===== src/rtl/warp_pkg.sv =====
package warp_pkg;

    // datapath and instruction widths
    localparam int XLEN        = 64;
    localparam int ILEN        = 32;
    localparam int REG_ADDR_W  = 5;
    localparam int NUM_REGS    = 32;
    localparam int QUEUE_DEPTH = 4;

    localparam logic [6:0] OP_REG   = 7'b0110011;
    localparam logic [6:0] OP_IMM   = 7'b0010011;
    localparam logic [6:0] OP_REG_W = 7'b0111011;
    localparam logic [6:0] OP_IMM_W = 7'b0011011;

    localparam logic [2:0] F3_ADD_SUB = 3'b000;
    localparam logic [2:0] F3_SLT     = 3'b010;
    localparam logic [2:0] F3_SLTU    = 3'b011;
    localparam logic [2:0] F3_XOR     = 3'b100;
    localparam logic [2:0] F3_OR      = 3'b110;
    localparam logic [2:0] F3_AND     = 3'b111;

    localparam logic [6:0] F7_BASE = 7'b0000000;
    localparam logic [6:0] F7_SUB  = 7'b0100000;

    typedef struct packed {
        logic [6:0]            funct7;
        logic [REG_ADDR_W-1:0] rs2;
        logic [REG_ADDR_W-1:0] rs1;
        logic [2:0]            funct3;
        logic [REG_ADDR_W-1:0] rd;
        logic [6:0]            opcode;
    } r_fmt_s;

    // the upper seven bits of imm overlay funct7 of the R-type view
    typedef struct packed {
        logic [11:0]           imm;
        logic [REG_ADDR_W-1:0] rs1;
        logic [2:0]            funct3;
        logic [REG_ADDR_W-1:0] rd;
        logic [6:0]            opcode;
    } i_fmt_s;

    typedef union packed {
        r_fmt_s r;
        i_fmt_s i;
    } inst_u;

endpackage


===== src/rtl/warp_xrf.sv =====
`timescale 1ns/1ps

module warp_xrf (
    input  logic                            i_clk,
    input  logic                            i_rst_n,
    input  logic [warp_pkg::REG_ADDR_W-1:0] i_rs1_addr,
    input  logic [warp_pkg::REG_ADDR_W-1:0] i_rs2_addr,
    output logic [warp_pkg::XLEN-1:0]       o_rs1_rdata,
    output logic [warp_pkg::XLEN-1:0]       o_rs2_rdata,
    input  logic                            i_rd_wen,
    input  logic [warp_pkg::REG_ADDR_W-1:0] i_rd_addr,
    input  logic [warp_pkg::XLEN-1:0]       i_rd_wdata
);
    // x0 has no storage behind it
    logic [warp_pkg::XLEN-1:0] regs [1:warp_pkg::NUM_REGS-1];

    always_ff @(posedge i_clk) begin
        if (!i_rst_n) begin
            for (int i = 1; i < warp_pkg::NUM_REGS; i++) begin
                regs[i] <= '0;
            end
        end else if (i_rd_wen && (i_rd_addr != '0)) begin
            regs[i_rd_addr] <= i_rd_wdata;
        end
    end

    // reads are combinational, a write shows up after the clock edge
    always_comb begin
        if (i_rs1_addr == '0) begin
            o_rs1_rdata = '0;
        end else begin
            o_rs1_rdata = regs[i_rs1_addr];
        end
    end

    always_comb begin
        if (i_rs2_addr == '0) begin
            o_rs2_rdata = '0;
        end else begin
            o_rs2_rdata = regs[i_rs2_addr];
        end
    end
endmodule


===== config.mk =====
export PLATFORM = sky130hd
export DESIGN_NAME = warp_xrf
export DESIGN_NICKNAME = d
export VERILOG_FILES = /design/src/rtl/warp_pkg.sv /design/src/rtl/warp_xrf.sv
export SDC_FILE = /design/constraint.sdc
export NUM_CORES = 2
export LEC_CHECK = 0
export BUFFER_PORTS_ARGS = -buffer_cell sky130_fd_sc_hd__buf_2
export CORE_MARGIN = 2
export CORE_UTILIZATION = 55
export DETAILED_ROUTE_END_ITERATION = 10
export PLACE_DENSITY = 0.74
export REMOVE_ABC_BUFFERS = 1
export SLEW_MARGIN = 20
export SYNTH_ARGS = -nofsm -noshare
export SYNTH_HDL_FRONTEND = slang
export SYNTH_SLANG_ARGS = --single-unit

===== constraint.sdc =====
create_clock -name i_clk -period 6.02 [get_ports i_clk]
set_input_delay 0 -clock i_clk [delete_from_list [all_inputs] [get_ports i_clk]]
set_output_delay 0 -clock i_clk [all_outputs]
set_load 0.05 [all_outputs]

==> flow_metrics.py <==
metrics = {
    "placed_design": {
        "hpwlAfterDp_um": 202000,
        "pre_cts_ws_ns": 2.48,
        "portBuffers": 209,
        "dp_cells": 9354,
        "place_congestion": 0.869,
    },
    "global_route": {
        "track_usage": 0.364,
        "grt_start_max_net_pins": 109,
        "gr-total-overflow": 0,
        "grt_pass1_wl_um": 511000,
        "grt_pass1_vias": 70000,
        "antenna_found_initial": 44,
    },
    "clocking": {
        "h-tree-depth": 4,
        "cts_setup_buffers": 0,
        "path_clk_slew_ns": 0.06,
        "numCtsBuffers": 213,
        "clock_sinks": 2048,
        "clockBufferDepth": 3,
        "root_buffer": "clkbuf_16",
        "cts_resized": 0,
        "cts_tree": "yes",
    },
    "floorplan": {
        "io_pins": 210,
        "initial_utilization": 0.554,
        "die-area_mm2": 0.200,
        "die_y_um": 447,
        "die_x_um": 447,
        "row_count": 162,
        "core_mm2": 0.195,
    },
    "outcome": {
        "status": "finished clean",
    },
    "logic_synthesis": {
        "yosys.area.top_type_share": 0.569,
        "syn_area_mm2": 0.108,
        "synth_top_flop_cell": "edfxtp_1",
        "synth_cells": 7027,
        "yosysTopAreaCell": "edfxtp_1",
        "yosys_warnings": 0,
        "synth_edf_count": 2048,
        "synth-seq-cells": 2048,
        "yosysSeqAreaShare": 0.569,
        "synth_cell_type_count": 45,
        "synth_area_leaders": "edfxtp_1, mux4_2, and2_1",
        "synthArstFlopShare": 0,
        "synth.avg_cell_area_um2": 15.4,
    },
    "timing": {
        "fin_crit_sh": 0.603,
        "fmax_ghz": 0.276,
        "fin_ws_ns": 2.39,
        "max_slew_margin": 0.147,
        "worst_pin_slew_ns": 1.28,
        "holdWs_ns": 0.133,
        "final.setup.tns_ns": 0,
        "hold_violations": 0,
        "slew_viol_final": 0,
        "fin_crit_ns": 3.63,
        "finalSetupViolCount": 0,
        "rsz0062_at_grt": "false",
    },
    "critical_path": {
        "critPathArrivalTime_ns": 3.63,
        "timing_worst_setup_path_type": "input pin to primary output",
        "cpPeakStageDelay_ns": 0.58,
        "critPathLaunchType": "input pin",
        "crit_top_cell": "buf_4",
        "critPathRequiredTime_ns": 6.02,
        "critPathMaxFanout": 27,
        "path_cells": "buf_4 -> clkinv_2 -> nand2_2 -> buf_4 -> nor2_4 -> buf_4 -> a21oi_1 -> o221ai_1 -> buf_2",
        "cp_slowest_cell": "clkinv_2",
        "endpoint_kind": "primary output",
    },
    "min_path": {
        "holdPathStages": 2,
        "worstHoldStart": "i_rd_wdata[43]",
        "hold_class": "input pin to flip-flop",
        "whs_endpoint": "regs[0][43]",
    },
    "layout": {
        "fin_cells": 9835,
        "layout.nets": 7093,
        "syn2layout_area_growth_pct": 10.6,
        "final_common_cell": "edfxtp_1",
        "largest-register": "regs",
        "fillerInstances": 14100,
        "layout_common_cells": "edfxtp_1, and2_1, mux4_2",
        "multi_input_area_mm2": 0.0442,
        "drive_gt1_frac": 0.252,
        "largest_reg_flops": 2048,
        "regArea_mm2": 0.0615,
        "reg_top3": "regs x2048",
        "utilization": 0.613,
    },
    "detailed_routing": {
        "ant_nets": 0,
        "wirelength_um": 363000,
        "first_pass_iters": 6,
        "drt_drc_violations_left": 0,
        "routedWlPerCell_um": 37.0,
        "vias": 70600,
        "vias_per_cell": 7.18,
        "drt_iter0_drc": 12800,
    },
    "power_and_ir_drop": {
        "p_leak_uw": 0.0415,
        "power_per_cell_area_mw_per_mm2": 288,
        "peakVddDrop_mv": 0.245,
    },
    "job": {
        "max_cap_violations": 0,
    },
}
## where the power goes
part | total (uW) | switching [uW] | internal, uW
clock network | 13000 | 5670 | 7290
logic | 4570 | 2860 | 1710
registers | 16900 | 397 | 16500
## worst max path at each step
| stage | start | endpoint | slack (ns) | cells past startpoint |
|---|---|---|---|---|
| after floorplan | i_rd_addr[1] | regs[20][0] | 0.33 | 2 |
| after global placement | i_rs2_addr[2] | o_rs2_rdata[37] | 2.44 | 8 |
| after detailed placement | i_rs2_addr[2] | o_rs2_rdata[37] | 2.48 | 8 |
| after CTS | i_rs2_addr[2] | o_rs2_rdata[37] | 2.47 | 8 |
| after global routing | i_rs2_addr[2] | o_rs2_rdata[23] | 2.33 | 8 |
| final | i_rs1_addr[4] | o_rs1_rdata[3] | 2.39 | 9 |
## cell type report
class                      count  share of cell area
sequential                  2048               0.514
multi-input combinational   4278               0.370
clock buffer                 276              0.0474
timing repair buffer         468              0.0322
tap                         2624              0.0275
clock inverter               114             0.00829
antenna                       25            0.000523
inverter                       2           0.0000732
## stage by stage
stage / power [uW] / instance area, um2
2_1_floorplan: 19600 / 105000
3_3_place_gp: 21500 / 112000
3_5_place_dp: 21600 / 112000
4_1_cts: 34300 / 119000
5_1_grt: 35100 / 120000
6_report: 34400 / 120000
## worst max-delay path: cells and delay by family
family                 cells  cell delay (ns)
buffers and inverters      5             2.39
AO/OA/AOI/OAI              2             0.67
AND/OR/NAND/NOR            2             0.50
## repair_timing
item                                    in CTS  in global routing
endpoints found under the hold margin     2048                  0
endpoints found under the setup margin       0                  0
hold buffers                                64                  0
## cells by family after synthesis
kind of cell    Yosys count  synth area share
compound gates          569            0.0389
simple gates           2254             0.126
flops                  2048             0.569
other cells               1         0.0000347
buf+inv                 764            0.0308
mux                    1391             0.235
## metal layers
metal,wire length [um],vias to the layer above,track usage
met5,73,-,0
met4,23700,10,0.204
met3,50300,1273,0.0888
met2,165000,6180,0.551
met1,124000,36000,0.486
li1,-,27100,-
## synthesized netlist by cell type, types with 2 or more instances
| master | instances |
|---|---|
| nand2_1 | 110 |
| or3b_2 | 2 |
| a32o_1 | 2 |
| a2111oi_0 | 12 |
| mux4_2 | 906 |
| and3_1 | 31 |
| a22oi_1 | 74 |
| o22a_1 | 6 |
| nor4_1 | 9 |
| clkbuf_2 | 2 |
| nor2b_1 | 14 |
| o221ai_1 | 53 |
| buf_1 | 37 |
| nand3_1 | 22 |
| edfxtp_1 | 2048 |
| o22ai_1 | 100 |
| o211ai_1 | 30 |
| inv_2 | 2 |
| clkbuf_1 | 555 |
| a22o_1 | 30 |
| buf_6 | 23 |
| or2_2 | 4 |
| o2111ai_1 | 30 |
| a32oi_1 | 30 |
| a221oi_1 | 59 |
| buf_4 | 38 |
| a21o_1 | 42 |
| buf_2 | 106 |
| nor3_1 | 4 |
| nand2b_1 | 6 |
| nand3b_1 | 4 |
| nor2_1 | 56 |
| and2_1 | 1986 |
| a211oi_1 | 11 |
| or3_1 | 2 |
| a21oi_1 | 48 |
| nor2_2 | 2 |
| mux2_2 | 124 |
| o21ai_0 | 41 |
| mux2i_1 | 361 |
No activity file was read; power rests on OpenSTA's default activity.
