[src/rtl/warp_pkg.sv]
package warp_pkg;

    // datapath and instruction widths
    localparam int XLEN        = 64;
    localparam int ILEN        = 32;
    localparam int REG_ADDR_W  = 5;
    localparam int NUM_REGS    = 32;
    localparam int QUEUE_DEPTH = 4;

    localparam logic [6:0] OP_REG   = 7'b0110011;
    localparam logic [6:0] OP_IMM   = 7'b0010011;
    localparam logic [6:0] OP_REG_W = 7'b0111011;
    localparam logic [6:0] OP_IMM_W = 7'b0011011;

    localparam logic [2:0] F3_ADD_SUB = 3'b000;
    localparam logic [2:0] F3_SLT     = 3'b010;
    localparam logic [2:0] F3_SLTU    = 3'b011;
    localparam logic [2:0] F3_XOR     = 3'b100;
    localparam logic [2:0] F3_OR      = 3'b110;
    localparam logic [2:0] F3_AND     = 3'b111;

    localparam logic [6:0] F7_BASE = 7'b0000000;
    localparam logic [6:0] F7_SUB  = 7'b0100000;

    typedef struct packed {
        logic [6:0]            funct7;
        logic [REG_ADDR_W-1:0] rs2;
        logic [REG_ADDR_W-1:0] rs1;
        logic [2:0]            funct3;
        logic [REG_ADDR_W-1:0] rd;
        logic [6:0]            opcode;
    } r_fmt_s;

    // the upper seven bits of imm overlay funct7 of the R-type view
    typedef struct packed {
        logic [11:0]           imm;
        logic [REG_ADDR_W-1:0] rs1;
        logic [2:0]            funct3;
        logic [REG_ADDR_W-1:0] rd;
        logic [6:0]            opcode;
    } i_fmt_s;

    typedef union packed {
        r_fmt_s r;
        i_fmt_s i;
    } inst_u;

endpackage

[src/rtl/warp_issue_queue.sv]
`timescale 1ns/1ps

module warp_issue_queue #(
    parameter int DEPTH = warp_pkg::QUEUE_DEPTH
) (
    input  logic                      i_clk,
    input  logic                      i_rst_n,
    input  logic                      i_in_valid,
    input  logic [warp_pkg::ILEN-1:0] i_in_inst,
    output logic                      o_in_ready,
    output logic                      o_out_valid,
    output logic [warp_pkg::ILEN-1:0] o_out_inst,
    input  logic                      i_out_ready
);
    logic [warp_pkg::ILEN-1:0]    mem [DEPTH];
    logic [$clog2(DEPTH)-1:0]     wr_ptr;
    logic [$clog2(DEPTH)-1:0]     rd_ptr;
    logic [$clog2(DEPTH+1)-1:0]   count;
    logic                         full;
    logic                         empty;
    logic                         push;
    logic                         pop;

    assign full  = (32'(count) == DEPTH);
    assign empty = (count == '0);
    assign push  = i_in_valid && !full;
    assign pop   = !empty && i_out_ready;

    always_ff @(posedge i_clk) begin
        if (push) begin
            mem[wr_ptr] <= i_in_inst;
        end
    end

    // pointers wrap explicitly so that DEPTH need not be a power of two
    always_ff @(posedge i_clk) begin
        if (!i_rst_n) begin
            wr_ptr <= '0;
            rd_ptr <= '0;
            count  <= '0;
        end else begin
            if (push) begin
                wr_ptr <= (32'(wr_ptr) == DEPTH - 1) ? '0 : wr_ptr + 1'b1;
            end
            if (pop) begin
                rd_ptr <= (32'(rd_ptr) == DEPTH - 1) ? '0 : rd_ptr + 1'b1;
            end
            case ({push, pop})
                2'b10:   count <= count + 1'b1;
                2'b01:   count <= count - 1'b1;
                default: count <= count;
            endcase
        end
    end

    // a word written this cycle shows at the output no earlier than the next
    assign o_in_ready  = !full;
    assign o_out_valid = !empty;
    assign o_out_inst  = mem[rd_ptr];
endmodule

[config.mk]
export PLATFORM = sky130hd
export DESIGN_NAME = warp_issue_queue
export DESIGN_NICKNAME = d
export VERILOG_FILES = /design/src/rtl/warp_pkg.sv /design/src/rtl/warp_issue_queue.sv
export SDC_FILE = /design/constraint.sdc
export NUM_CORES = 1
export LEC_CHECK = 0
export BUFFER_PORTS_ARGS = -buffer_cell sky130_fd_sc_hd__buf_2
export CAP_MARGIN = 20
export CORE_MARGIN = 2
export CORE_UTILIZATION = 50
export CTS_CLUSTER_SIZE = 8
export DETAILED_ROUTE_END_ITERATION = 8
export GPL_ROUTABILITY_DRIVEN = 1
export PLACE_DENSITY = 0.85
export SYNTH_ARGS = -nofsm -noshare
export SYNTH_HDL_FRONTEND = slang
export SYNTH_SLANG_ARGS = --single-unit
[constraint.sdc]
create_clock -name i_clk -period 2.35 [get_ports i_clk]
set_input_delay 0.1175 -clock i_clk [delete_from_list [all_inputs] [get_ports i_clk]]
set_output_delay 0.1175 -clock i_clk [all_outputs]
set_load 0.005 [all_outputs]
==> results of run 1 <==
## worst max-delay path by stage
stage,start,to,slack [ns]
floorplan,count[2],count[2],0.005
global placement,count[2],count[2],0.06
detailed placement,count[2],count[2],-0.03
CTS,count[2],count[2],0.03
global route,count[2],wr_ptr[0],0.02
finish,count[2],wr_ptr[0],0.12
## Yosys cell counts, drive strengths merged (2+ instances only)
library cell  instances  share of area, %
nor2                  2              0.15
mux4                 32                14
inv                   7              0.51
nand2                 6              0.44
and2                  3              0.42
ha                    6               1.5
edfxtp              128                75
and3                  4              0.56
dfxtp                 9               3.5
buf                   8              0.98
o21ai                 5              0.49
or3                   2              0.29
nand3                 2              0.20
## stage by stage
step | power (µW) | hold WS, ns | instance area (µm²) | setup slack [ns]
after CTS | 7060 | 0.0657 | 6580 | 0.0335
final | 7010 | 0.0837 | 6600 | 0.115
after global routing | 7310 | 0.107 | 6600 | 0.0215
after global placement | 4390 | 0.328 | 5630 | 0.0593
after floorplan | 3930 | 0.216 | 5110 | 0.00538
after detailed placement | 4440 | 0.337 | 5630 | -0.0341
## logic make-up after synthesis
group,after synthesis,synth area share (%)
muxes,33,14.3
xor gates and xnor gates,2,0.343
DFF,137,78.8
buffers and inverters,16,1.57
AOI/OAI and AO/OA,7,0.784
and+or+nand+nor,21,2.35
adders and majority gates,7,1.86
## cell type report
type,count,share of cell area (%)
multi-input cells,70,15.6
well taps,133,2.52
repair buffers,112,11.7
inverters,7,0.398
clock inverters,14,2.48
clock buffers,17,6.27
flip-flops and latches,137,61.0
## power breakdown
group	leakage [µW]	switching [µW]	total, µW	internal [µW]
clock network	0.000274	1010	2540	1530
logic	0.000779	645	1420	774
registers	0.00125	97.5	3050	2960
total	0.00230	1750	7010	5260
## worst min-delay path: cells and delay by family
kind,cells,cell delay (ns)
AOI/OAI and AO/OA,2,0.18
buffers and inverters,2,0.23
## routing by layer
| metal | share of wire, % | track usage (%) |
|---|---|---|
| met1 | 42 | 20.8 |
| met2 | 54 | 31.3 |
| met3 | 3.1 | 4.74 |
| met4 | 1.2 | 6.00 |
| met5 | 0 | 0 |
## sequential cells by signal (all words and copies together) (netlist names), named ones only
register  flops
rd_ptr        2
mem         128
count         3
wr_ptr        2
## timing repair
action,in CTS,in global routing
resized for setup,5,4
hold endpoints to repair,137,0
hold buffers,36,0
setup buffers,0,1
endpoints found under the setup margin,1,1
pin swaps,1,5
==> results_dict.tcl, run 1 <==
set metrics [dict create \
    status "complete, no violations" \
    critPathArrivalTime_ns 2.63 \
    dominantRegCellSynth "edfxtp_1" \
    die-area_um2 11000 \
    gp_congestion 0.693 \
    rsz0062_at_grt "false" \
    clockBufferDepth 2 \
    boundaryPins 70 \
    drtPass1Iterations 4 \
    ant_nets 0 \
    first_global_vias 2772 \
    worstMarginPinSlew_ns 0.883 \
    hold_violations 0 \
    via_per_inst 5.12 \
    r2r_end "wr_ptr[0]" \
    holdPathStages 4 \
    cp_num_buf_inv 3 \
    hp-start "i_out_ready" \
    synth_edf_count 128 \
    cts_root_buf "clkbuf_8" \
    hp-class "in -> reg" \
    cts_tree "yes" \
    final_core_util_pct 66.9 \
    fin_crit_ns 2.23 \
    critPathMaxFanout 6 \
    synth_cell_types 28 \
    endpoint_kind "register" \
    hpwl_um 5140 \
    relSlewSlack_pct 41.1 \
    dp_cells 422 \
    dieWidth_um 105 \
    yosys_warnings 0 \
    leakage_uw 0.00230 \
    cap_violations 0 \
    drt_first_iter_violations 108 \
    synth_area_um2 5110 \
    crit_chain "or3b_4, buf_4, nand4_1, dlygate4sd3_1, o21ai_1, dlygate4sd3_1" \
    grt_max_degree 33 \
    ys_seq_area_share_pct 78.8 \
    final_nets 388 \
    critPathSlowestCell "dlygate4sd3_1" \
    syn2layout_area_growth_pct 29.3 \
    slowest_delay_ns 0.55 \
    h-tree-depth 4 \
    coreArea_um2 9860 \
    fillCellCount 637 \
    finalNonFillerCells 490 \
    crit_cells 6 \
    synthCells 223 \
    clk_latency_ns 0.50 \
    finClkSkew_ns 0.00756 \
    cp_data_required_time_ns 2.74 \
    multi_input_area_um2 1030 \
    fmax_mhz 448 \
    drive_above_1_share_pct 43.4 \
    async_flop_share_pct 0 \
    clk_pin_slew_ns 0.06 \
    crit_top_cell "dlygate4sd3_1" \
    syn_area_per_cell_um2 22.9 \
    reg2reg_slack_ns 0.12 \
    antenna_found_initial 0 \
    drc 0 \
    via_count 2510 \
    period_share_pct 95.1 \
    fin_setup_tns_ns 0 \
    die_y_um 105 \
    start_util_pct 51.8 \
    cts_sinks 137 \
    layout_commonest_cell "edfxtp_1" \
    final_cell_mix "128 x edfxtp_1, 69 x buf_2, 36 x dlygate4sd3_1" \
    io_buffers 69 \
    crit_path_start_kind "register" \
    grtUsageTotal_pct 17.6 \
    synth-seq-cells 137 \
    critPathTopFamily "buffers and inverters" \
    wl_um 9020 \
    seqCellArea_um2 4030 \
    syn_nets 266 \
    rows 36 \
    wl_per_cell_um 18.4 \
    peakVddDrop_uv 599 \
    cts_buffers 17 \
    setup_viol 0 \
    power_density_nw_per_um2 1060 \
    diodes 0 \
    crit_type "reg -> reg" \
    slew_viol_final 0 \
    r2r-start "count[2]" \
    grt_pass1_wl_um 14200 \
    reg2reg_depth 6 \
    grt-ovfl-total 0 \
]
Note: power is estimated with default switching activity, not from simulation.
==> run 2, diff against run 1 <==
Clock period 2.35 ns to 1.9 ns, I/O delays scaled along.
==> run 2 against run 1 <==
  * The flow now finishes with violations (setup timing)
  * Sequential cell count is the same
  * Highest routed layer unchanged
  * Non-clock buffer count increased by 11
  * Worst hold slack lost 0.058 ns
  * Global-route usage barely moved
  * Critical path depth up 3
  * Count of clock-buffer cells in the layout rose by 2
  * Sequential share of layout area decreased by 2.1 points
  * Total power grew 33%
  * Sequential power is 25% higher
  * Final cell count increased by 2.4%
  * Combinational power grew 50%
  * Clock power up 33%
==> results_dict.tcl, run 2 (synthesized netlist as in run 1, its figures left out) <==
set metrics [dict create \
    status "finished with violations" \
    violations "setup timing" \
    peakVddDrop_uv 759 \
    boundaryPins 70 \
    fin_crit_ns 2.09 \
    slew_viol_final 0 \
    hpwl_um 5340 \
    gp_congestion 0.759 \
    cts_tree "yes" \
    drtPass1Iterations 5 \
    grt_pass1_wl_um 14100 \
    leakage_uw 0.00242 \
    crit_path_end "count[2]" \
    syn2layout_area_growth_pct 34.2 \
    grtUsageTotal_pct 17.6 \
    worstMarginPinSlew_ns 0.889 \
    cts_root_buf "clkbuf_8" \
    critPathLaunch "count[1]" \
    setup_viol 12 \
    cts_buffers 17 \
    finClkSkew_ns 0.00632 \
    fillCellCount 607 \
    crit_type "reg -> reg" \
    crit_top_cell "inv_2" \
    diodes 0 \
    critPathMaxFanout 2 \
    crit_path_start_kind "register" \
    hold_ws_ns 0.0259 \
    drt_first_iter_violations 166 \
    critPathTopFamily "simple AND/OR/NAND/NOR gates" \
    dieWidth_um 105 \
    final_nets 399 \
    rsz0062_at_grt "true" \
    hold_violations 0 \
    final_cell_mix "128 x edfxtp_1, 68 x buf_2, 35 x dlygate4sd3_1" \
    fmax_mhz 479 \
    hp-class "in -> reg" \
    hp-start "i_out_ready" \
    grt-ovfl-total 0 \
    clk_latency_ns 0.52 \
    final_area_um2 6850 \
    finalNonFillerCells 502 \
    wl_um 9560 \
    first_global_vias 2790 \
    die-area_um2 11000 \
    cts_sinks 137 \
    dp_cells 430 \
    layout_commonest_cell "edfxtp_1" \
    critPathSlowestCell "or3b_4" \
    grt_max_degree 33 \
    wl_per_cell_um 19.0 \
    cp_data_required_time_ns 2.34 \
    relSlewSlack_pct 40.7 \
    antenna_found_initial 0 \
    endpoint_kind "register" \
    r2r_end "count[2]" \
    io_buffers 69 \
    ant_nets 0 \
    h-tree-depth 4 \
    start_util_pct 51.8 \
    r2r-start "count[1]" \
    clk_pin_slew_ns 0.06 \
    largestRegisters "mem x128, count x3" \
    crit_cells 9 \
    drc 0 \
    critPathArrivalTime_ns 2.53 \
    largest-register "mem" \
    rows 36 \
    crit_chain "or3b_4, and2_4, inv_2, ha_4, inv_2, fa_2, xor2_1, or3_4, a21boi_2" \
    die_y_um 105 \
    slowest_delay_ns 0.40 \
    largest_reg_flops 128 \
    setup_ws_ns -0.187 \
    fin_setup_tns_ns -0.284 \
    via_per_inst 5.20 \
    cap_violations 0 \
    clockBufferDepth 2 \
    period_share_pct 110 \
    reg2reg_depth 9 \
    coreArea_um2 9860 \
    holdPathStages 4 \
    place_area_um2 5730 \
    cp_num_buf_inv 2 \
    reg2reg_slack_ns -0.19 \
    via_count 2611 \
    power_density_nw_per_um2 1360 \
    drive_above_1_share_pct 45.8 \
]
==> run 2: cell types whose count changed in the layout (fill, tap and decap cells not counted), moves of 2 or more <==
| cell | change |
|---|---|
| inv_6 | -2 |
| clkbuf_1 | +2 |
| clkbuf_16 | +3 |
| dfxtp_4 | +2 |
| buf_12 | +3 |
| bufinv_16 | +2 |
| buf_4 | +5 |
==> run 2: worst min path at each step <==
stage,slack [ns],end
CTS,0.001,register
global route,0.01,register
floorplan,0.19,mem[0][0]
global placement,0.31,mem[3][4]
detailed placement,0.31,mem[3][12]
finish,0.03,register
==> run 2: area by class of cell <==
type                       count  area [µm²]  share of cell area [%]
sequential                   137        4040                    58.9
multi-input combinational     70        1040                    15.2
timing repair buffer         123         967                    14.1
clock buffer                  19         422                    6.15
clock inverter                13         193                    2.81
tap                          133         166                    2.43
inverter                       7        26.3                   0.383
==> run 2: stage by stage <==
step	utilization, %	worst slack, ns	power [µW]
global placement	58.1	-0.155	5580
CTS	68.5	-0.197	9200
finish	69.5	-0.187	9310
global route	69.5	-0.221	9700
floorplan	-	-0.277	4910
detailed placement	58.1	-0.236	5640
==> run 2: routing by layer <==
metal	up-vias	global-route usage, %	wire length [µm]
met4	0	7.33	147
met2	82	29.9	5040
met1	1322	20.8	3950
met5	-	0	0
li1	1195	-	-
met3	12	5.55	421
==> run 2: worst min-delay path, cell delays in order <==
cell and delay (ns):
buf_2 0.12, o31ai_4 0.05, buf_4 0.11, o21ai_0 0.10
==> run 2: where the power goes <==
part	internal, µW	switching, µW
registers	3660	150
logic	1240	890
clock network	2150	1230
==> run 2: what timing repair did <==
action,in CTS,in global routing
buffers inserted,1,0
gates resized for setup,9,3
cloned,1,3
hold buffers,35,0
pin swaps,4,2
hold endpoints to repair,137,0
endpoints found under the setup margin,9,21
