### src/rtl/warp_pkg.sv
package warp_pkg;

    // datapath and instruction widths
    localparam int XLEN        = 64;
    localparam int ILEN        = 32;
    localparam int REG_ADDR_W  = 5;
    localparam int NUM_REGS    = 32;
    localparam int QUEUE_DEPTH = 4;

    localparam logic [6:0] OP_REG   = 7'b0110011;
    localparam logic [6:0] OP_IMM   = 7'b0010011;
    localparam logic [6:0] OP_REG_W = 7'b0111011;
    localparam logic [6:0] OP_IMM_W = 7'b0011011;

    localparam logic [2:0] F3_ADD_SUB = 3'b000;
    localparam logic [2:0] F3_SLT     = 3'b010;
    localparam logic [2:0] F3_SLTU    = 3'b011;
    localparam logic [2:0] F3_XOR     = 3'b100;
    localparam logic [2:0] F3_OR      = 3'b110;
    localparam logic [2:0] F3_AND     = 3'b111;

    localparam logic [6:0] F7_BASE = 7'b0000000;
    localparam logic [6:0] F7_SUB  = 7'b0100000;

    typedef struct packed {
        logic [6:0]            funct7;
        logic [REG_ADDR_W-1:0] rs2;
        logic [REG_ADDR_W-1:0] rs1;
        logic [2:0]            funct3;
        logic [REG_ADDR_W-1:0] rd;
        logic [6:0]            opcode;
    } r_fmt_s;

    // the upper seven bits of imm overlay funct7 of the R-type view
    typedef struct packed {
        logic [11:0]           imm;
        logic [REG_ADDR_W-1:0] rs1;
        logic [2:0]            funct3;
        logic [REG_ADDR_W-1:0] rd;
        logic [6:0]            opcode;
    } i_fmt_s;

    typedef union packed {
        r_fmt_s r;
        i_fmt_s i;
    } inst_u;

endpackage

### src/rtl/warp_decode.sv
`timescale 1ns/1ps

module warp_decode (
    input  logic                      i_clk,
    input  logic                      i_rst_n,
    input  logic                      i_inst_valid,
    input  logic [warp_pkg::ILEN-1:0] i_inst,
    output logic                      o_inst_ready,
    output logic                      o_out_valid,
    output logic [warp_pkg::ILEN-1:0] o_out_inst,
    input  logic                      i_out_ready
);
    warp_pkg::inst_u           inst;
    logic                      f3_alu;
    logic                      funct_ok;
    logic                      legal;
    logic                      out_valid;
    logic [warp_pkg::ILEN-1:0] out_inst;

    assign inst = i_inst;

    // funct3 values shared by the register and immediate forms, shifts excluded
    always_comb begin
        case (inst.r.funct3)
            warp_pkg::F3_ADD_SUB,
            warp_pkg::F3_SLT,
            warp_pkg::F3_SLTU,
            warp_pkg::F3_XOR,
            warp_pkg::F3_OR,
            warp_pkg::F3_AND: f3_alu = 1'b1;
            default:          f3_alu = 1'b0;
        endcase
    end

    always_comb begin
        case (inst.r.opcode)
            warp_pkg::OP_REG: begin
                funct_ok = f3_alu && ((inst.r.funct7 == warp_pkg::F7_BASE) ||
                           ((inst.r.funct7 == warp_pkg::F7_SUB) &&
                            (inst.r.funct3 == warp_pkg::F3_ADD_SUB)));
            end
            warp_pkg::OP_IMM: begin
                funct_ok = f3_alu;
            end
            warp_pkg::OP_REG_W: begin
                funct_ok = (inst.r.funct3 == warp_pkg::F3_ADD_SUB) &&
                           ((inst.r.funct7 == warp_pkg::F7_BASE) ||
                            (inst.r.funct7 == warp_pkg::F7_SUB));
            end
            warp_pkg::OP_IMM_W: begin
                funct_ok = (inst.i.funct3 == warp_pkg::F3_ADD_SUB);
            end
            default: begin
                funct_ok = 1'b0;
            end
        endcase
    end

    // writes to x0 have no visible effect, so they are dropped here as well
    assign legal = funct_ok && (inst.r.rd != '0);

    assign o_inst_ready = !out_valid || i_out_ready;

    always_ff @(posedge i_clk) begin
        if (!i_rst_n) begin
            out_valid <= 1'b0;
        end else if (o_inst_ready) begin
            out_valid <= i_inst_valid && legal;
        end
    end

    always_ff @(posedge i_clk) begin
        if (o_inst_ready && i_inst_valid && legal) begin
            out_inst <= i_inst;
        end
    end

    assign o_out_valid = out_valid;
    assign o_out_inst  = out_inst;
endmodule

### config.mk
export PLATFORM = sky130hd
export DESIGN_NAME = warp_decode
export DESIGN_NICKNAME = d
export VERILOG_FILES = /design/src/rtl/warp_pkg.sv /design/src/rtl/warp_decode.sv
export SDC_FILE = /design/constraint.sdc
export NUM_CORES = 1
export LEC_CHECK = 0
export ABC_AREA = 1
export BUFFER_PORTS_ARGS = -buffer_cell sky130_fd_sc_hd__clkbuf_2
export CAP_MARGIN = 20
export CORE_ASPECT_RATIO = 0.8
export CORE_MARGIN = 3
export CORE_UTILIZATION = 44
export DETAILED_ROUTE_END_ITERATION = 10
export PLACE_DENSITY = 0.91
export SLEW_MARGIN = 20
export SYNTH_ARGS = -nofsm -noshare
export SYNTH_HDL_FRONTEND = slang
export SYNTH_SLANG_ARGS = --single-unit
### constraint.sdc
create_clock -name i_clk -period 8 [get_ports i_clk]
set_clock_uncertainty 0.2 [all_clocks]
set_input_delay 0.8 -clock i_clk [delete_from_list [all_inputs] [get_ports i_clk]]
set_output_delay 0.8 -clock i_clk [all_outputs]
set_load 0.05 [all_outputs]
==> metrics.txt, run 1 <==
clock latency on the worst-skew pair roughly 300 ps; total via count in the routed design 817; setup repair after global routing missed its margin no; H-tree depth 2; fraction of layout instances using a drive strength above 1 52.32%; GR Util All Layers 15.19%; synthesized area divided by synthesized cell count 15.65 sq um; initial antenna violation count 0; clock transition at the registers of the reported paths 90 ps; top post-synthesis cells by area edfxtp_1 84%, nand2_1 4.3%, inv_1 3.9%; count of different cell masters after synthesis 8; slew at the pin closest to its max-slew limit 565.0 ps; area used by multi-input combinational logic roughly 120 sq um; fillcell total 177; post-placement setup slack 5232 ps; crit path DAT between 2000 and 2500 ps; violation count after the first detailed-routing iteration 20; TritonCTS Buffers 5; Post-Synthesis Net Count about 110; Die Span Y 51.58 um; net count reported at finish 186; worst-case vdd ir drop approximately 0.10 mV; sum of internal, switching and leakage power 0.0002866 W; weighted congestion reported at the end of routability-driven placement 0.6819; worst-path cell with the longest stage delay nor2_2; Yosys top cell area share 84.12%; type of the most critical hold path reg -> reg; Total Neg Setup Slack 0 ps; die area 3247 sq um; GR Overflow Total 0; DP Wirelength 1.937 mm; final clock period utilization by the worst path 30.20%; Storage cell area 980.9 sq um; type of the worst setup path in -> reg; wire length of the first global-routing pass 3.601 mm; Max FO, Critical Path 21; post-synthesis cell area 1142 sq um; Critical Path Source Type input pin; length of the first detailed-routing pass in iterations 2; critical path depth 9; register area share after synthesis 85.87%; FF-to-FF setup slack about 6200 ps; yosys warns 0; post-detailed-route wirelength per cell ~12 um; share of the core filled with cells in the final layout 68.94%; total of buffers placed on input and output ports just under 70; beginning of the critical path i_inst[29]; Critical R2R Capture o_out_inst[16]$_DFFE_PP_; maximum number of buffers from clock root to sink 2; instance count of the mapped netlist 73; critical path buffer and inverter count 2; maximum cell stage delay along the critical path 450 ps; effective utilization at floorplan 49.49%; slew margin rel. 62.29%; standby leakage power approximately 0.73 nW; min Tclk post-route 2416 ps; Setup Fix Bufs, Post-CTS 0; Vias per Instance 4.416; critical path endpoint o_out_inst[16]$_DFFE_PP_; max_cap viols 0; critical path's most frequent cell nand2_1; delay-heaviest family, CP simple AND/OR/NAND/NOR gates; number of cells on the worst hold path 4; setup-violating endpoint count in the final report 0; TritonCTS clock tree yes; Pwr Density 180.1 nW/um^2; number of nets with antenna violations after detailed routing 0; kind of end point of the critical path flip-flop; Final Hold Violating Endpoints 0; final critical-path setup slack 5584 ps; data required time at the worst endpoint slightly below 8000 ps; buffer cell driving the clock tree root clkbuf_4; maximum clock frequency about 410 MHz; number of gates resized after cts 0; area growth from synthesis to layout 39.32%; via count of the first global-routing pass between 700 and 800; largest area contributor in the synthesized netlist edfxtp_1; wire length reported by the detailed router 2.288 mm; number of max-slew violations in the final report 0; Cell Rows 15; # hold bufs at CTS 0; die extent in x 62.97 um; maximum number of pins on one net before global-route repair 22; number of antenna cells inserted 0; most common library cell in the layout ignoring fill and taps clkbuf_2; DRC Markers 0; cell-by-cell trace of the critical path clkbuf_2, nor2_1, nand2_1, nor2_1, nand2_1, nand2_1, nand2_1, nor2_2, buf_4; number of register bits inferred by synthesis 33; outcome completed; Sink Count 33; Crit Reg-Reg Startpoint o_out_valid$_SDFFE_PN0N_; highest-count cells in the layout ignoring fill and taps 69 x clkbuf_2, 32 x edfxtp_1, 13 x nand2_1; reg2reg path depth 4; boundary pin count 70; Core Region 2308 sq um
## layout make-up
cell class,count,share of cell area (%)
Timing Repair Buffer,70,22.17
Sequential cell,33,61.64
Clock buffer,6,2.594
Multi-Input combinational cell,28,7.469
Inverter,12,2.830
Clock inverter,2,0.6289
Tap cell,34,2.673
## routing by layer
layer,vias up,wire (um),GRT usage (%)
met2,47,1177,26.62
met3,2,272,6.263
met5,-,0,0
li1,402,-,-
met1,366,830,16.79
met4,0,8,5.495
## flip-flops by register name, summed over array words and instances, names as in the netlist
register	count
o_out_valid	1
o_out_inst	32
## worst min path at each step
| stage | from | to | slack, ps |
|---|---|---|---|
| CTS | o_out_valid$_SDFFE_PN0N_ | o_out_valid$_SDFFE_PN0N_ | 410 |
| detailed placement | o_out_valid$_SDFFE_PN0N_ | o_out_valid$_SDFFE_PN0N_ | 390 |
| global route | i_inst[21] | o_out_inst[21]$_DFFE_PP_ | 440 |
| global placement | o_out_valid$_SDFFE_PN0N_ | o_out_valid$_SDFFE_PN0N_ | 370 |
| finish | o_out_valid$_SDFFE_PN0N_ | o_out_valid$_SDFFE_PN0N_ | 410 |
| floorplan | i_inst[0] | o_out_inst[0]$_DFFE_PP_ | 700 |
## cells in the mapped netlist
| cell type | instances |
|---|---|
| a21oi_2 | 1 |
| dfxtp_1 | 1 |
| edfxtp_1 | 32 |
| inv_1 | 12 |
| nand2_1 | 13 |
| nand3_1 | 2 |
| nand3b_1 | 1 |
| nor2_1 | 11 |
## kinds of logic (layout without fill, tap and decap cells)
logic type             after synthesis  count (layout)  share of synthesized area (%)
AO/OA/AOI/OAI                        1               1                         0.7668
buffers and inverters               12              90                          3.943
AND/OR/NAND/NOR                     27              27                          9.420
flip-flops                          33              33                          85.87
## tightest hold or removal path, stage by stage (launching register included)
cell,delay (ps)
dfxtp_1,330
inv_1,50
nor2_1,50
inv_1,80
a21oi_2,60
## per-stage QoR
step | cell area [sq um] | hold slack, ps | instances
CTS | 1592 | 412.4 | 185
global placement | 1540 | 367.6 | 177
global route | 1592 | 441.5 | 185
floorplan | 1142 | 698.9 | 73
finish | 1592 | 408.1 | 185
detailed placement | 1540 | 392.1 | 177
## power by group
part	total [W]	switching (W)	leakage (nW)	internal, W
Clock	0.0000817	0.0000483	0.0320	0.0000334
Combinational	0.0000153	0.00000755	0.406	0.00000777
Sequential	0.000190	0.0000000915	0.296	0.000190
Note: power is estimated with default switching activity, not from simulation.
==> inputs of run 2 (changes only) <==
CORE_UTILIZATION = 41   (was 44)
PLACE_DENSITY = 0.86   (was 0.91)
clock period = 2.5 ns   (was 8 ns; I/O delays follow)
==> metrics.txt, run 2 (synthesis gave the netlist of run 1 again) <==
outcome completed; Die Span Y 53.21 um (+3.2%); Core Region 2542 sq um (+10%); Max FO, Critical Path 21 (unchanged); standby leakage power 0.8850 nW (+21%); total of buffers placed on input and output ports 69 (unchanged); length of the first detailed-routing pass in iterations 4 (+2); highest-count cells in the layout ignoring fill and taps 69 x clkbuf_2, 33 x dlygate4sd3_1, 32 x edfxtp_1; slew at the pin closest to its max-slew limit 303.7 ps (-261.3 ps); crit path DAT 1820 ps (-390 ps); die area 3459 sq um (+6.5%); share of the core filled with cells in the final layout 76.92% (+8.0 points); min Tclk post-route 2011 ps; total via count in the routed design 962 (+18%); net count reported at finish 220 (+18%); boundary pin count 70 (unchanged); maximum number of pins on one net before global-route repair 22 (unchanged); number of nets with antenna violations after detailed routing 0 (unchanged); most common library cell in the layout ignoring fill and taps clkbuf_2; met3 track demand over resource 7.856% (+1.6 points); kind of end point of the critical path flip-flop; Sink Count 33 (unchanged); post-detailed-route wirelength per cell 14.22 um (+15%); setup-violating endpoint count in the final report 0 (unchanged); Setup Fix Bufs, Post-CTS 0 (unchanged); worst-case vdd ir drop 0.3809 mV (+270%); clock latency on the worst-skew pair 320 ps (+20 ps); Critical Path Source Type input pin; Vias per Instance 4.353 (-1.4%); number of antenna cells inserted 0 (unchanged); number of cells on the worst hold path 4 (unchanged); reg2reg path depth 4 (unchanged); buffer cell driving the clock tree root clkbuf_4; DP Wirelength 1.855 mm (-4.2%); sum of internal, switching and leakage power 0.001075 W (+270%); post-placement setup slack 740.0 ps (-4493 ps); fraction of layout instances using a drive strength above 1 42.70% (-9.6 points); final clock period utilization by the worst path 80.46%; setup repair after global routing missed its margin no; maximum clock frequency slightly below 500 MHz; data required time at the worst endpoint 2310 ps (-5490 ps); Final Hold Violating Endpoints 0 (unchanged); slew margin rel. 79.84% (+18 points); effective utilization at floorplan 44.93% (-4.6 points); wire length of the first global-routing pass 4.809 mm (+34%); DRC Markers 0 (unchanged); Pwr Density 549.5 nW/um^2 (+210%); Cell Rows 16 (+1); TritonCTS Buffers 5 (unchanged); violation count after the first detailed-routing iteration 24 (+20%); TritonCTS clock tree yes; met1 Resource Use GR 19.22% (+2.4 points); FF-to-FF setup slack 1160 ps (-5060 ps); maximum number of buffers from clock root to sink 2 (unchanged); max_cap viols 0 (unchanged); layer with the highest usage after global routing met2; weighted congestion reported at the end of routability-driven placement 0.7010 (+2.8%); number of flip-flops under the largest register name 32 (unchanged); initial antenna violation count 0 (unchanged); number of max-slew violations in the final report 0 (unchanged); via count of the first global-routing pass 1,016 (+30%); final hold slack 31.54 ps (-376.5 ps); H-tree depth 2 (unchanged); type of the worst setup path in -> reg; die extent in x 65.02 um (+3.3%); wire length reported by the detailed router 3.142 mm (+37%); GR Overflow Total 0 (unchanged); type of the most critical hold path in -> reg; global routing usage on met2 37.52% (+11 points); final critical-path setup slack 488.6 ps (-5096 ps); Total Neg Setup Slack 0 ps (unchanged); area growth from synthesis to layout 71.19%; GR Util All Layers 19.87% (+4.7 points); clock transition at the registers of the reported paths 100 ps (about the same)
==> run 2: cell types whose count changed in the layout (fill, tap and decap cells not counted) <==
cell	change
clkinv_1	+1
buf_4	+1
bufinv_16	+1
dlygate4sd3_1	+33
clkinv_2	-2
==> run 2: critical path, stage by stage <==
cell and delay, ps:
dlygate4sd3_1 550, clkbuf_2 120, nor2_1 110, nand2_1 80
nor2_1 110, nand2_1 60, nand2_1 60, nand2_1 90
nor2_2 110, buf_4 290
==> run 2: where the power goes <==
group | internal (W) | total, W | leakage (nW) | switching (W)
Clock | 0.000208 | 0.000375 | 0.0399 | 0.000166
Sequential | 0.000606 | 0.000607 | 0.296 | 0.000000357
Combinational | 0.0000584 | 0.0000931 | 0.549 | 0.0000347
==> run 2: worst paths after layout <==
path / startpoint / end
worst min-delay path: i_out_ready / o_out_valid$_SDFFE_PN0N_
worst max register to register: o_out_valid$_SDFFE_PN0N_ / o_out_inst[29]$_DFFE_PP_
worst max-delay path: i_inst[28] / o_out_inst[29]$_DFFE_PP_
worst min register to register: o_out_valid$_SDFFE_PN0N_ / o_out_valid$_SDFFE_PN0N_
==> run 2: layout make-up <==
cell class / instances / area, sq um
repair buffers: 104 / 690.7
inverters: 12 / 45.04
flip-flops and latches: 33 / 980.9
multi-input cells: 28 / 118.9
clock inverters: 2 / 33.78
well taps: 36 / 45.04
fillers: 160 / 586.8
clock buffers: 6 / 41.29
==> run 2: timing repair <==
action,CTS,global route
resized for setup,0,0
endpoints found under the hold margin,33,0
hold buffers,33,0
==> run 2: routing by layer <==
layer,vias up,share of wire [%]
met5,-,0
met4,0,1.6
met3,6,11
met2,56,52
met1,434,36
li1,466,-
==> run 2: metrics by stage <==
step | std cells | cell area [sq um]
3_5_place_dp | 180 | 1550
4_1_cts | 221 | 1956
5_1_grt | 221 | 1956
3_3_place_gp | 180 | 1550
6_report | 221 | 1956
2_1_floorplan | 73 | 1145
